$ cat src/exec_macros.svh
`ifndef EXEC_MACROS_SVH
`define EXEC_MACROS_SVH

// Integer datapath width
`define EXEC_XLEN 32

// Physical register file depth
`define EXEC_PREGS 64

// Physical register tag width, log2 of the register count
`define EXEC_PREG_W 6

// Reorder buffer tag width
`define EXEC_ROB_W 5

`endif

$ cat src/rv32i_types.sv
`include "exec_macros.svh"

package rv32i_types;

    // ALU operations
    // Low three bits follow funct3, bit 3 marks sub and sra
    typedef enum logic [3:0] {
        alu_add  = 4'b0000,
        alu_sll  = 4'b0001,
        alu_slt  = 4'b0010,
        alu_sltu = 4'b0011,
        alu_xor  = 4'b0100,
        alu_srl  = 4'b0101,
        alu_or   = 4'b0110,
        alu_and  = 4'b0111,
        alu_sub  = 4'b1000,
        alu_sra  = 4'b1101
    } alu_op_e;

    // Branch conditions, encoded as the branch funct3
    typedef enum logic [2:0] {
        cmp_beq  = 3'b000,
        cmp_bne  = 3'b001,
        cmp_blt  = 3'b100,
        cmp_bge  = 3'b101,
        cmp_bltu = 3'b110,
        cmp_bgeu = 3'b111
    } cmp_op_e;

    // Source of ALU operand A
    typedef enum logic [1:0] {
        op1_rs1 = 2'b00,
        op1_imm = 2'b01,
        op1_pc  = 2'b11
    } op1_sel_e;

    // Source of ALU operand B
    typedef enum logic [1:0] {
        op2_rs2  = 2'b00,
        op2_zero = 2'b01,
        op2_imm  = 2'b11
    } op2_sel_e;

    // Entry issued from the reservation station
    typedef struct packed {
        logic                     valid;
        logic [`EXEC_XLEN-1:0]    pc;
        logic [`EXEC_XLEN-1:0]    immediate;
        alu_op_e                  alu_op;
        cmp_op_e                  cmp_op;
        op1_sel_e                 op1_sel;
        op2_sel_e                 op2_sel;
        logic [`EXEC_PREG_W-1:0]  rs1_preg;
        logic [`EXEC_PREG_W-1:0]  rs2_preg;
        // Tag 0 means no register write
        logic [`EXEC_PREG_W-1:0]  rd_preg;
        logic [`EXEC_ROB_W-1:0]   rob_id;
    } fu_input_t;

    // Source operand values read from the register file
    typedef struct packed {
        logic [`EXEC_XLEN-1:0] rs1_value;
        logic [`EXEC_XLEN-1:0] rs2_value;
    } reg_response_t;

    // Result broadcast on the CDB
    typedef struct packed {
        logic                     valid;
        logic [`EXEC_ROB_W-1:0]   rob_id;
        logic [`EXEC_PREG_W-1:0]  rd_preg;
        logic [`EXEC_XLEN-1:0]    value;
        logic                     br_en;
    } fu_output_t;

endpackage : rv32i_types

$ cat src/alu.sv
`timescale 1ns/1ns
`include "exec_macros.svh"

module alu (
    input  rv32i_types::alu_op_e  aluop,
    input  logic [`EXEC_XLEN-1:0] a,
    input  logic [`EXEC_XLEN-1:0] b,
    output logic [`EXEC_XLEN-1:0] f
);
    import rv32i_types::*;

    // Only the low five bits shift, as RV32I requires
    logic [4:0] shamt;
    logic       lt_signed;
    logic       lt_unsigned;

    assign shamt       = b[4:0];
    assign lt_signed   = $signed(a) < $signed(b);
    assign lt_unsigned = a < b;

    always_comb begin
        unique case (aluop)
            alu_add:  f = a + b;
            alu_sub:  f = a - b;
            alu_sll:  f = a << shamt;
            // Set-less-than results are zero extended
            alu_slt:  f = {{(`EXEC_XLEN-1){1'b0}}, lt_signed};
            alu_sltu: f = {{(`EXEC_XLEN-1){1'b0}}, lt_unsigned};
            alu_xor:  f = a ^ b;
            alu_srl:  f = a >> shamt;
            // Arithmetic shift keeps the sign of a
            alu_sra:  f = $unsigned($signed(a) >>> shamt);
            alu_or:   f = a | b;
            alu_and:  f = a & b;
            default:  f = '0;
        endcase
    end

endmodule : alu

$ cat src/cmp.sv
`timescale 1ns/1ns
`include "exec_macros.svh"

module cmp (
    input  rv32i_types::cmp_op_e  cmpop,
    input  logic [`EXEC_XLEN-1:0] a,
    input  logic [`EXEC_XLEN-1:0] b,
    output logic                  br_en
);
    import rv32i_types::*;

    // Shared compare terms
    logic eq;
    logic lt_signed;
    logic lt_unsigned;

    assign eq          = a == b;
    assign lt_signed   = $signed(a) < $signed(b);
    assign lt_unsigned = a < b;

    always_comb begin
        unique case (cmpop)
            cmp_beq:  br_en = eq;
            cmp_bne:  br_en = ~eq;
            cmp_blt:  br_en = lt_signed;
            // Greater or equal is the inverse of less than
            cmp_bge:  br_en = ~lt_signed;
            cmp_bltu: br_en = lt_unsigned;
            cmp_bgeu: br_en = ~lt_unsigned;
            default:  br_en = 1'b0;
        endcase
    end

endmodule : cmp

$ cat src/phys_regfile.sv
`timescale 1ns/1ns
`include "exec_macros.svh"

module phys_regfile (
    input  logic                        clk,
    input  logic                        arst_n,
    input  logic [`EXEC_PREG_W-1:0]     rs1_preg,
    input  logic [`EXEC_PREG_W-1:0]     rs2_preg,
    output rv32i_types::reg_response_t  operands,
    input  logic                        wr_en,
    input  logic [`EXEC_PREG_W-1:0]     wr_preg,
    input  logic [`EXEC_XLEN-1:0]       wr_value
);
    import rv32i_types::*;

    // Physical register storage
    logic [`EXEC_XLEN-1:0] regs [`EXEC_PREGS];

    // One read port
    // Tag 0 reads zero, a same-cycle write is forwarded
    function automatic logic [`EXEC_XLEN-1:0] read_port(input logic [`EXEC_PREG_W-1:0] tag);
        logic [`EXEC_XLEN-1:0] value;
        if (tag == '0) begin
            value = '0;
        end else if (wr_en && (wr_preg == tag)) begin
            value = wr_value;
        end else begin
            value = regs[tag];
        end
        return value;
    endfunction

    // Writes arrive already qualified by the writeback stage
    always_ff @(posedge clk or negedge arst_n) begin
        if (!arst_n) begin
            for (int i = 0; i < `EXEC_PREGS; i++) begin
                regs[i] <= '0;
            end
        end else if (wr_en) begin
            regs[wr_preg] <= wr_value;
        end
    end

    // Combinational reads for both source operands
    always_comb begin
        operands.rs1_value = read_port(rs1_preg);
        operands.rs2_value = read_port(rs2_preg);
    end

endmodule : phys_regfile

$ cat src/issue_stage.sv
`timescale 1ns/1ns
`include "exec_macros.svh"

module issue_stage (
    input  logic                        clk,
    input  logic                        arst_n,
    input  rv32i_types::fu_input_t      issue,
    output logic [`EXEC_PREG_W-1:0]     rs1_preg,
    output logic [`EXEC_PREG_W-1:0]     rs2_preg,
    input  rv32i_types::reg_response_t  operands,
    output rv32i_types::fu_input_t      ex_entry,
    output rv32i_types::reg_response_t  ex_operands
);
    import rv32i_types::*;

    // Execute stage valid, the only control bit here
    logic          ex_valid_q;
    // Captured entry and operand values
    fu_input_t     ex_entry_q;
    reg_response_t ex_operands_q;

    // Source tags go straight to the register file read ports
    assign rs1_preg = issue.rs1_preg;
    assign rs2_preg = issue.rs2_preg;

    // Valid loads every edge, so an idle issue cycle becomes a bubble
    always_ff @(posedge clk or negedge arst_n) begin
        if (!arst_n) begin
            ex_valid_q <= 1'b0;
        end else begin
            ex_valid_q <= issue.valid;
        end
    end

    // Payload is captured unconditionally, valid qualifies it downstream
    always_ff @(posedge clk) begin
        ex_entry_q    <= issue;
        ex_operands_q <= operands;
    end

    // Merge the reset valid into the registered entry
    always_comb begin
        ex_entry       = ex_entry_q;
        ex_entry.valid = ex_valid_q;
    end

    assign ex_operands = ex_operands_q;

endmodule : issue_stage

$ cat src/fu_wrapper.sv
`timescale 1ns/1ns
`include "exec_macros.svh"

module fu_wrapper (
    // Entry in the execute stage
    input  rv32i_types::fu_input_t      to_be_calculated,
    // Its operand values, read at issue
    input  rv32i_types::reg_response_t  fu_reg_data,
    output rv32i_types::fu_output_t     fu_result
);
    import rv32i_types::*;

    // Operand usage by instruction type
    //   U-type  A = imm,  B = zero
    //   R-type  A = rs1,  B = rs2
    //   I-type  A = rs1,  B = imm
    //   B-type  A = pc,   B = imm, compare rs1 with rs2
    //   AUIPC   A = pc,   B = imm

    logic [`EXEC_XLEN-1:0] alu_input_a;
    logic [`EXEC_XLEN-1:0] alu_input_b;
    logic [`EXEC_XLEN-1:0] alu_value;
    logic                  cmp_value;

    // Operand A mux
    always_comb begin
        unique case (to_be_calculated.op1_sel)
            op1_rs1: alu_input_a = fu_reg_data.rs1_value;
            op1_imm: alu_input_a = to_be_calculated.immediate;
            op1_pc:  alu_input_a = to_be_calculated.pc;
            default: alu_input_a = '0;
        endcase
    end

    // Operand B mux
    always_comb begin
        unique case (to_be_calculated.op2_sel)
            op2_rs2:  alu_input_b = fu_reg_data.rs2_value;
            op2_zero: alu_input_b = '0;
            op2_imm:  alu_input_b = to_be_calculated.immediate;
            default:  alu_input_b = '0;
        endcase
    end

    alu calculator (
        .aluop (to_be_calculated.alu_op),
        .a     (alu_input_a),
        .b     (alu_input_b),
        .f     (alu_value)
    );

    // Comparator always sees the register values, independent of the muxes
    cmp comparator (
        .cmpop (to_be_calculated.cmp_op),
        .a     (fu_reg_data.rs1_value),
        .b     (fu_reg_data.rs2_value),
        .br_en (cmp_value)
    );

    // Pack the result
    // For a branch the ALU value is pc plus immediate, the target
    always_comb begin
        fu_result.valid   = to_be_calculated.valid;
        fu_result.rob_id  = to_be_calculated.rob_id;
        fu_result.rd_preg = to_be_calculated.rd_preg;
        fu_result.value   = alu_value;
        fu_result.br_en   = cmp_value;
    end

endmodule : fu_wrapper

$ cat src/writeback_stage.sv
`timescale 1ns/1ns
`include "exec_macros.svh"

module writeback_stage (
    input  logic                     clk,
    input  logic                     arst_n,
    input  rv32i_types::fu_output_t  fu_result,
    output rv32i_types::fu_output_t  cdb,
    output logic                     wr_en,
    output logic [`EXEC_PREG_W-1:0]  wr_preg,
    output logic [`EXEC_XLEN-1:0]    wr_value
);
    import rv32i_types::*;

    // Broadcast valid, cleared by reset
    logic       cdb_valid_q;
    // Result payload
    fu_output_t cdb_q;

    always_ff @(posedge clk or negedge arst_n) begin
        if (!arst_n) begin
            cdb_valid_q <= 1'b0;
        end else begin
            cdb_valid_q <= fu_result.valid;
        end
    end

    always_ff @(posedge clk) begin
        cdb_q <= fu_result;
    end

    // Registered result onto the CDB
    always_comb begin
        cdb       = cdb_q;
        cdb.valid = cdb_valid_q;
    end

    // Register write from the broadcast value
    // Tag 0 marks results with no destination, e.g. branches
    assign wr_en    = cdb_valid_q && (cdb_q.rd_preg != '0);
    assign wr_preg  = cdb_q.rd_preg;
    assign wr_value = cdb_q.value;

endmodule : writeback_stage

$ cat src/exec_unit_top.sv
`timescale 1ns/1ns
`include "exec_macros.svh"

module exec_unit_top (
    input  logic                     clk,
    input  logic                     arst_n,
    // Issued entry, one per cycle at most
    input  rv32i_types::fu_input_t   issue,
    // Result broadcast, two cycles after issue
    output rv32i_types::fu_output_t  cdb
);
    import rv32i_types::*;

    // Register file read side
    logic [`EXEC_PREG_W-1:0] rs1_preg;
    logic [`EXEC_PREG_W-1:0] rs2_preg;
    reg_response_t           operands;

    // Execute stage
    fu_input_t               ex_entry;
    reg_response_t           ex_operands;
    fu_output_t              fu_result;

    // Register file write side
    logic                    wr_en;
    logic [`EXEC_PREG_W-1:0] wr_preg;
    logic [`EXEC_XLEN-1:0]   wr_value;

    issue_stage issue_stage0 (
        .clk         (clk),
        .arst_n      (arst_n),
        .issue       (issue),
        .rs1_preg    (rs1_preg),
        .rs2_preg    (rs2_preg),
        .operands    (operands),
        .ex_entry    (ex_entry),
        .ex_operands (ex_operands)
    );

    phys_regfile phys_regfile0 (
        .clk      (clk),
        .arst_n   (arst_n),
        .rs1_preg (rs1_preg),
        .rs2_preg (rs2_preg),
        .operands (operands),
        .wr_en    (wr_en),
        .wr_preg  (wr_preg),
        .wr_value (wr_value)
    );

    fu_wrapper fu_wrapper0 (
        .to_be_calculated (ex_entry),
        .fu_reg_data      (ex_operands),
        .fu_result        (fu_result)
    );

    writeback_stage writeback_stage0 (
        .clk       (clk),
        .arst_n    (arst_n),
        .fu_result (fu_result),
        .cdb       (cdb),
        .wr_en     (wr_en),
        .wr_preg   (wr_preg),
        .wr_value  (wr_value)
    );

endmodule : exec_unit_top

$ cat config.mk
export PLATFORM = sky130hd
export DESIGN_NAME = exec_unit_top
export DESIGN_NICKNAME = d
export VERILOG_FILES = /design/src/rv32i_types.sv /design/src/alu.sv /design/src/cmp.sv /design/src/phys_regfile.sv /design/src/issue_stage.sv /design/src/fu_wrapper.sv /design/src/writeback_stage.sv /design/src/exec_unit_top.sv
export VERILOG_INCLUDE_DIRS = /design/src
export SDC_FILE = /design/constraint.sdc
export NUM_CORES = 2
export LEC_CHECK = 0
export BUFFER_PORTS_ARGS = -buffer_cell sky130_fd_sc_hd__buf_2
export CAP_MARGIN = 20
export CORE_UTILIZATION = 35
export DETAILED_ROUTE_END_ITERATION = 7
export PLACE_DENSITY = 0.53
export SYNTH_ARGS = -nofsm -noshare
export SYNTH_HDL_FRONTEND = slang
export SYNTH_SLANG_ARGS = --single-unit
$ cat constraint.sdc
create_clock -name clk -period 9.2 [get_ports clk]
set_input_delay 0.46 -clock clk [delete_from_list [all_inputs] [get_ports clk]]
set_output_delay 0.46 -clock clk [all_outputs]
set_load 0.01 [all_outputs]
==> flow_metrics.env <==
export IMPL_status="finished, final reports clean"
export IMPL_maxCapViolations=0
export IMPL_reg2reg_from="issue_stage0.ex_entry[23]"
export IMPL_r2r_slack_ps=3810
export IMPL_fmax_ghz=0.186
export IMPL_htreeDepth=5
export IMPL_ys_types=105
export IMPL_cts_buffer_depth=4
export IMPL_p_leak_uw=0.0619
export IMPL_whs_endpoint="issue_stage0.ex_entry[5]"
export IMPL_vdd_drop_max_v=0.000178
export IMPL_worst_slew_pin_transition_ps=1470
export IMPL_cts_clk_slew_worst_paths_ps=70
export IMPL_synth_nets=8959
export IMPL_finalMaxSlewViolations=0
export IMPL_pre_cts_slack_ps=3830
export IMPL_io_pins=146
export IMPL_setup_tns_ps=0
export IMPL_cp_arrival_ps=6160
export IMPL_clock_sink_count=2244
export IMPL_ctsRootBufferMaster="clkbuf_16"
export IMPL_rsz0062_at_grt="false"
export IMPL_post_synth_instance_area_sq_mm=0.124
export IMPL_wl_per_cell_um=35.0
export IMPL_drcViolationCount=0
export IMPL_layout_nets=8764
export IMPL_cts_hold_buf=88
export IMPL_dieArea_sq_mm=0.358
export IMPL_post_cts_resized=0
export IMPL_skew_ps=75.8
export IMPL_grt_max_degree=168
export IMPL_cts_buffers_inserted=274
export IMPL_core_area_sq_mm=0.353
export IMPL_crit_fanout=36
export IMPL_wl_um=472000
export IMPL_hold_viol_final=0
export IMPL_synth_area_leaders="dfrtp_1, mux4_2, mux2_2"
export IMPL_synthFlopType="dfrtp_1"
export IMPL_hold_class="in -> reg"
export IMPL_fin_util=0.396
export IMPL_synth_top_family_by_area="multiplexers"
export IMPL_fillCellCount=32736
export IMPL_grt_ovfl_total=0
export IMPL_groute_usage_overall=0.261
export IMPL_syn2layout_area_growth_pct=12.3
export IMPL_worst_slack_ps=3810
export IMPL_multiInputGateArea_sq_mm=0.0649
export IMPL_async_reset_ff_frac=0.914
export IMPL_dp_hpwl_um=284000
export IMPL_avgSynthCellArea_sq_um=14.2
export IMPL_timing_final_crit_share=0.586
export IMPL_path_class="reg -> reg"
export IMPL_r2r_end="writeback_stage0.wr_value[26]"
export IMPL_initial_core_util=0.352
export IMPL_setup_viol=0
export IMPL_end_kind="register"
export IMPL_synth_top_cell_by_area="dfrtp_1"
export IMPL_insertion_delay_ps=940
export IMPL_placed_area_sq_mm=0.130
export IMPL_postCtsSetupBuffers=0
export IMPL_antenna_found_initial=29
export IMPL_required_ps=9970
export IMPL_hold_depth=2
export IMPL_synth_edf_count=0
export IMPL_synth_seq_area_share=0.444
export IMPL_die_x_um=598
export IMPL_maxSlewHeadroom=0.0181
export IMPL_ant_nets=0
export IMPL_dr_pass1_iters=5
export IMPL_finalInstanceArea_sq_mm=0.140
export IMPL_dr_total_vias=83527
export IMPL_yosys_area_share_simple=0.0259
export IMPL_drive_gt1_frac=0.473
export IMPL_gp_congestion=0.980
export IMPL_synth_compound_area_frac=0.0547
export IMPL_die_y_um=598
export IMPL_synth_fa_ha_area_frac=0.0135
export IMPL_synth_xor_area_frac=0.00215
export IMPL_muxShareOfSynthArea=0.422
export IMPL_port_buffers=145
export IMPL_powerDensity_mw_per_mm2=194
export IMPL_rows=218
export IMPL_synth_seq_cells=2244
export IMPL_start_kind="register"
export IMPL_syn_inst=8725
export IMPL_startpoint="issue_stage0.ex_entry[23]"
export IMPL_grt_pass1_wl_um=672000
export IMPL_min_period_ps=5390
export IMPL_synth_top_area_frac=0.413
export IMPL_grt_pass1_vias=85671
export IMPL_first_iter_violations=8610
export IMPL_hp_start="issue[5]"
export IMPL_ff2ff_path_depth=17
export IMPL_yosysWarnings=0
export IMPL_total_power_uw=27000
export IMPL_cts_tree="built"
export IMPL_seqCellArea_sq_mm=0.0552
export IMPL_vias_per_cell=6.20
metrics by stage:
step | cells | hold slack (ps)
after detailed placement | 12890 | 312
after global routing | 13466 | 145
after CTS | 13459 | 93.3
final | 13472 | 152
after floorplan | 8725 | 164
after global placement | 12887 | 311
cell families after synthesis:
logic type / after synthesis
multiplexers: 3574
adder cells (fa/ha/maj): 133
AND/OR/NAND/NOR: 684
AO/OA/AOI/OAI: 964
flip-flops: 2244
buffers and inverters: 1097
XOR/XNOR: 29
worst max-delay path by stage:
| stage | slack (ps) | end | depth (start not counted) |
|---|---|---|---|
| floorplan | 4620 | writeback_stage0.wr_value[26] | 19 |
| global placement | 3740 | issue_stage0.ex_operands[47] | 11 |
| detailed placement | 3830 | issue_stage0.ex_operands[47] | 11 |
| CTS | 3960 | writeback_stage0.wr_value[26] | 17 |
| global route | 3650 | writeback_stage0.wr_value[28] | 17 |
| finish | 3810 | writeback_stage0.wr_value[26] | 17 |
synthesized netlist by cell type, types with 50 or more instances:
cell         n
nand2_1    149
a221oi_1    56
mux2_2    2006
a211oi_1   128
o22ai_1     75
buf_1      102
dfrtp_1   2050
mux2i_1    337
o211ai_1    54
o221ai_1    50
nor2_1     278
ha_1       131
mux2_1     106
o21ai_0     85
inv_1      131
dfxtp_1    194
clkbuf_1   611
buf_2      160
buf_4       59
mux4_2    1124
a21oi_1    222
per-layer routing:
layer	wire [um]	part of all wire	global-route usage	vias up
met5	27	0.000057	0	-
met4	20100	0.043	0.101	4
met3	33200	0.071	0.0460	855
met1	202000	0.43	0.362	45953
li1	-	-	-	33267
met2	216000	0.46	0.406	3448
sequential cells by signal (all words and copies together), names as in the netlist:
name	flops
writeback_stage0.cdb_valid_q	1
phys_regfile0.regs	2048
writeback_stage0.wr_preg	6
writeback_stage0.cdb	6
issue_stage0.ex_operands	64
issue_stage0.ex_entry	86
issue_stage0.ex_valid_q	1
writeback_stage0.wr_value	32
worst max-delay path, stage by stage, from the launching register on:
cell,delay [ps]
dfxtp_1,330
inv_1,80
ha_1,150
buf_4,400
a22oi_1,150
or2_2,570
inv_2,120
buf_4,430
fa_1,340
nor2b_2,250
o211ai_4,110
a31oi_2,260
o2111ai_1,350
a2111o_1,630
a311o_1,390
a31oi_1,190
nor2_1,80
a2111o_1,390
cells in the final DEF, fill, tap and decap left out, types with 132 or more instances in the layout:
cell	instances
buf_4	217
mux4_2	1124
mux2_2	2006
dfxtp_1	161
dfrtp_1	2050
nand2_1	133
clkbuf_16	289
nor2_1	232
a21oi_1	222
mux2i_1	337
buf_2	132
where the power goes:
part           leakage (uW)  switching (uW)  total [uW]  internal [uW]
combinational        0.0276            2400        4430           2030
sequential           0.0298             731       11500          10800
clock               0.00449            4500       11100           6610
total                0.0619            7630       27000          19400
area by class of cell:
type,count,share of cell area
multi-input cells,5384,0.465
flip-flops and latches,2244,0.395
clock buffers,402,0.0588
well taps,4730,0.0424
repair buffers,479,0.0281
clock inverters,79,0.00633
inverters,147,0.00396
diodes,7,0.000125
Note: power is estimated with default switching activity, not from simulation.
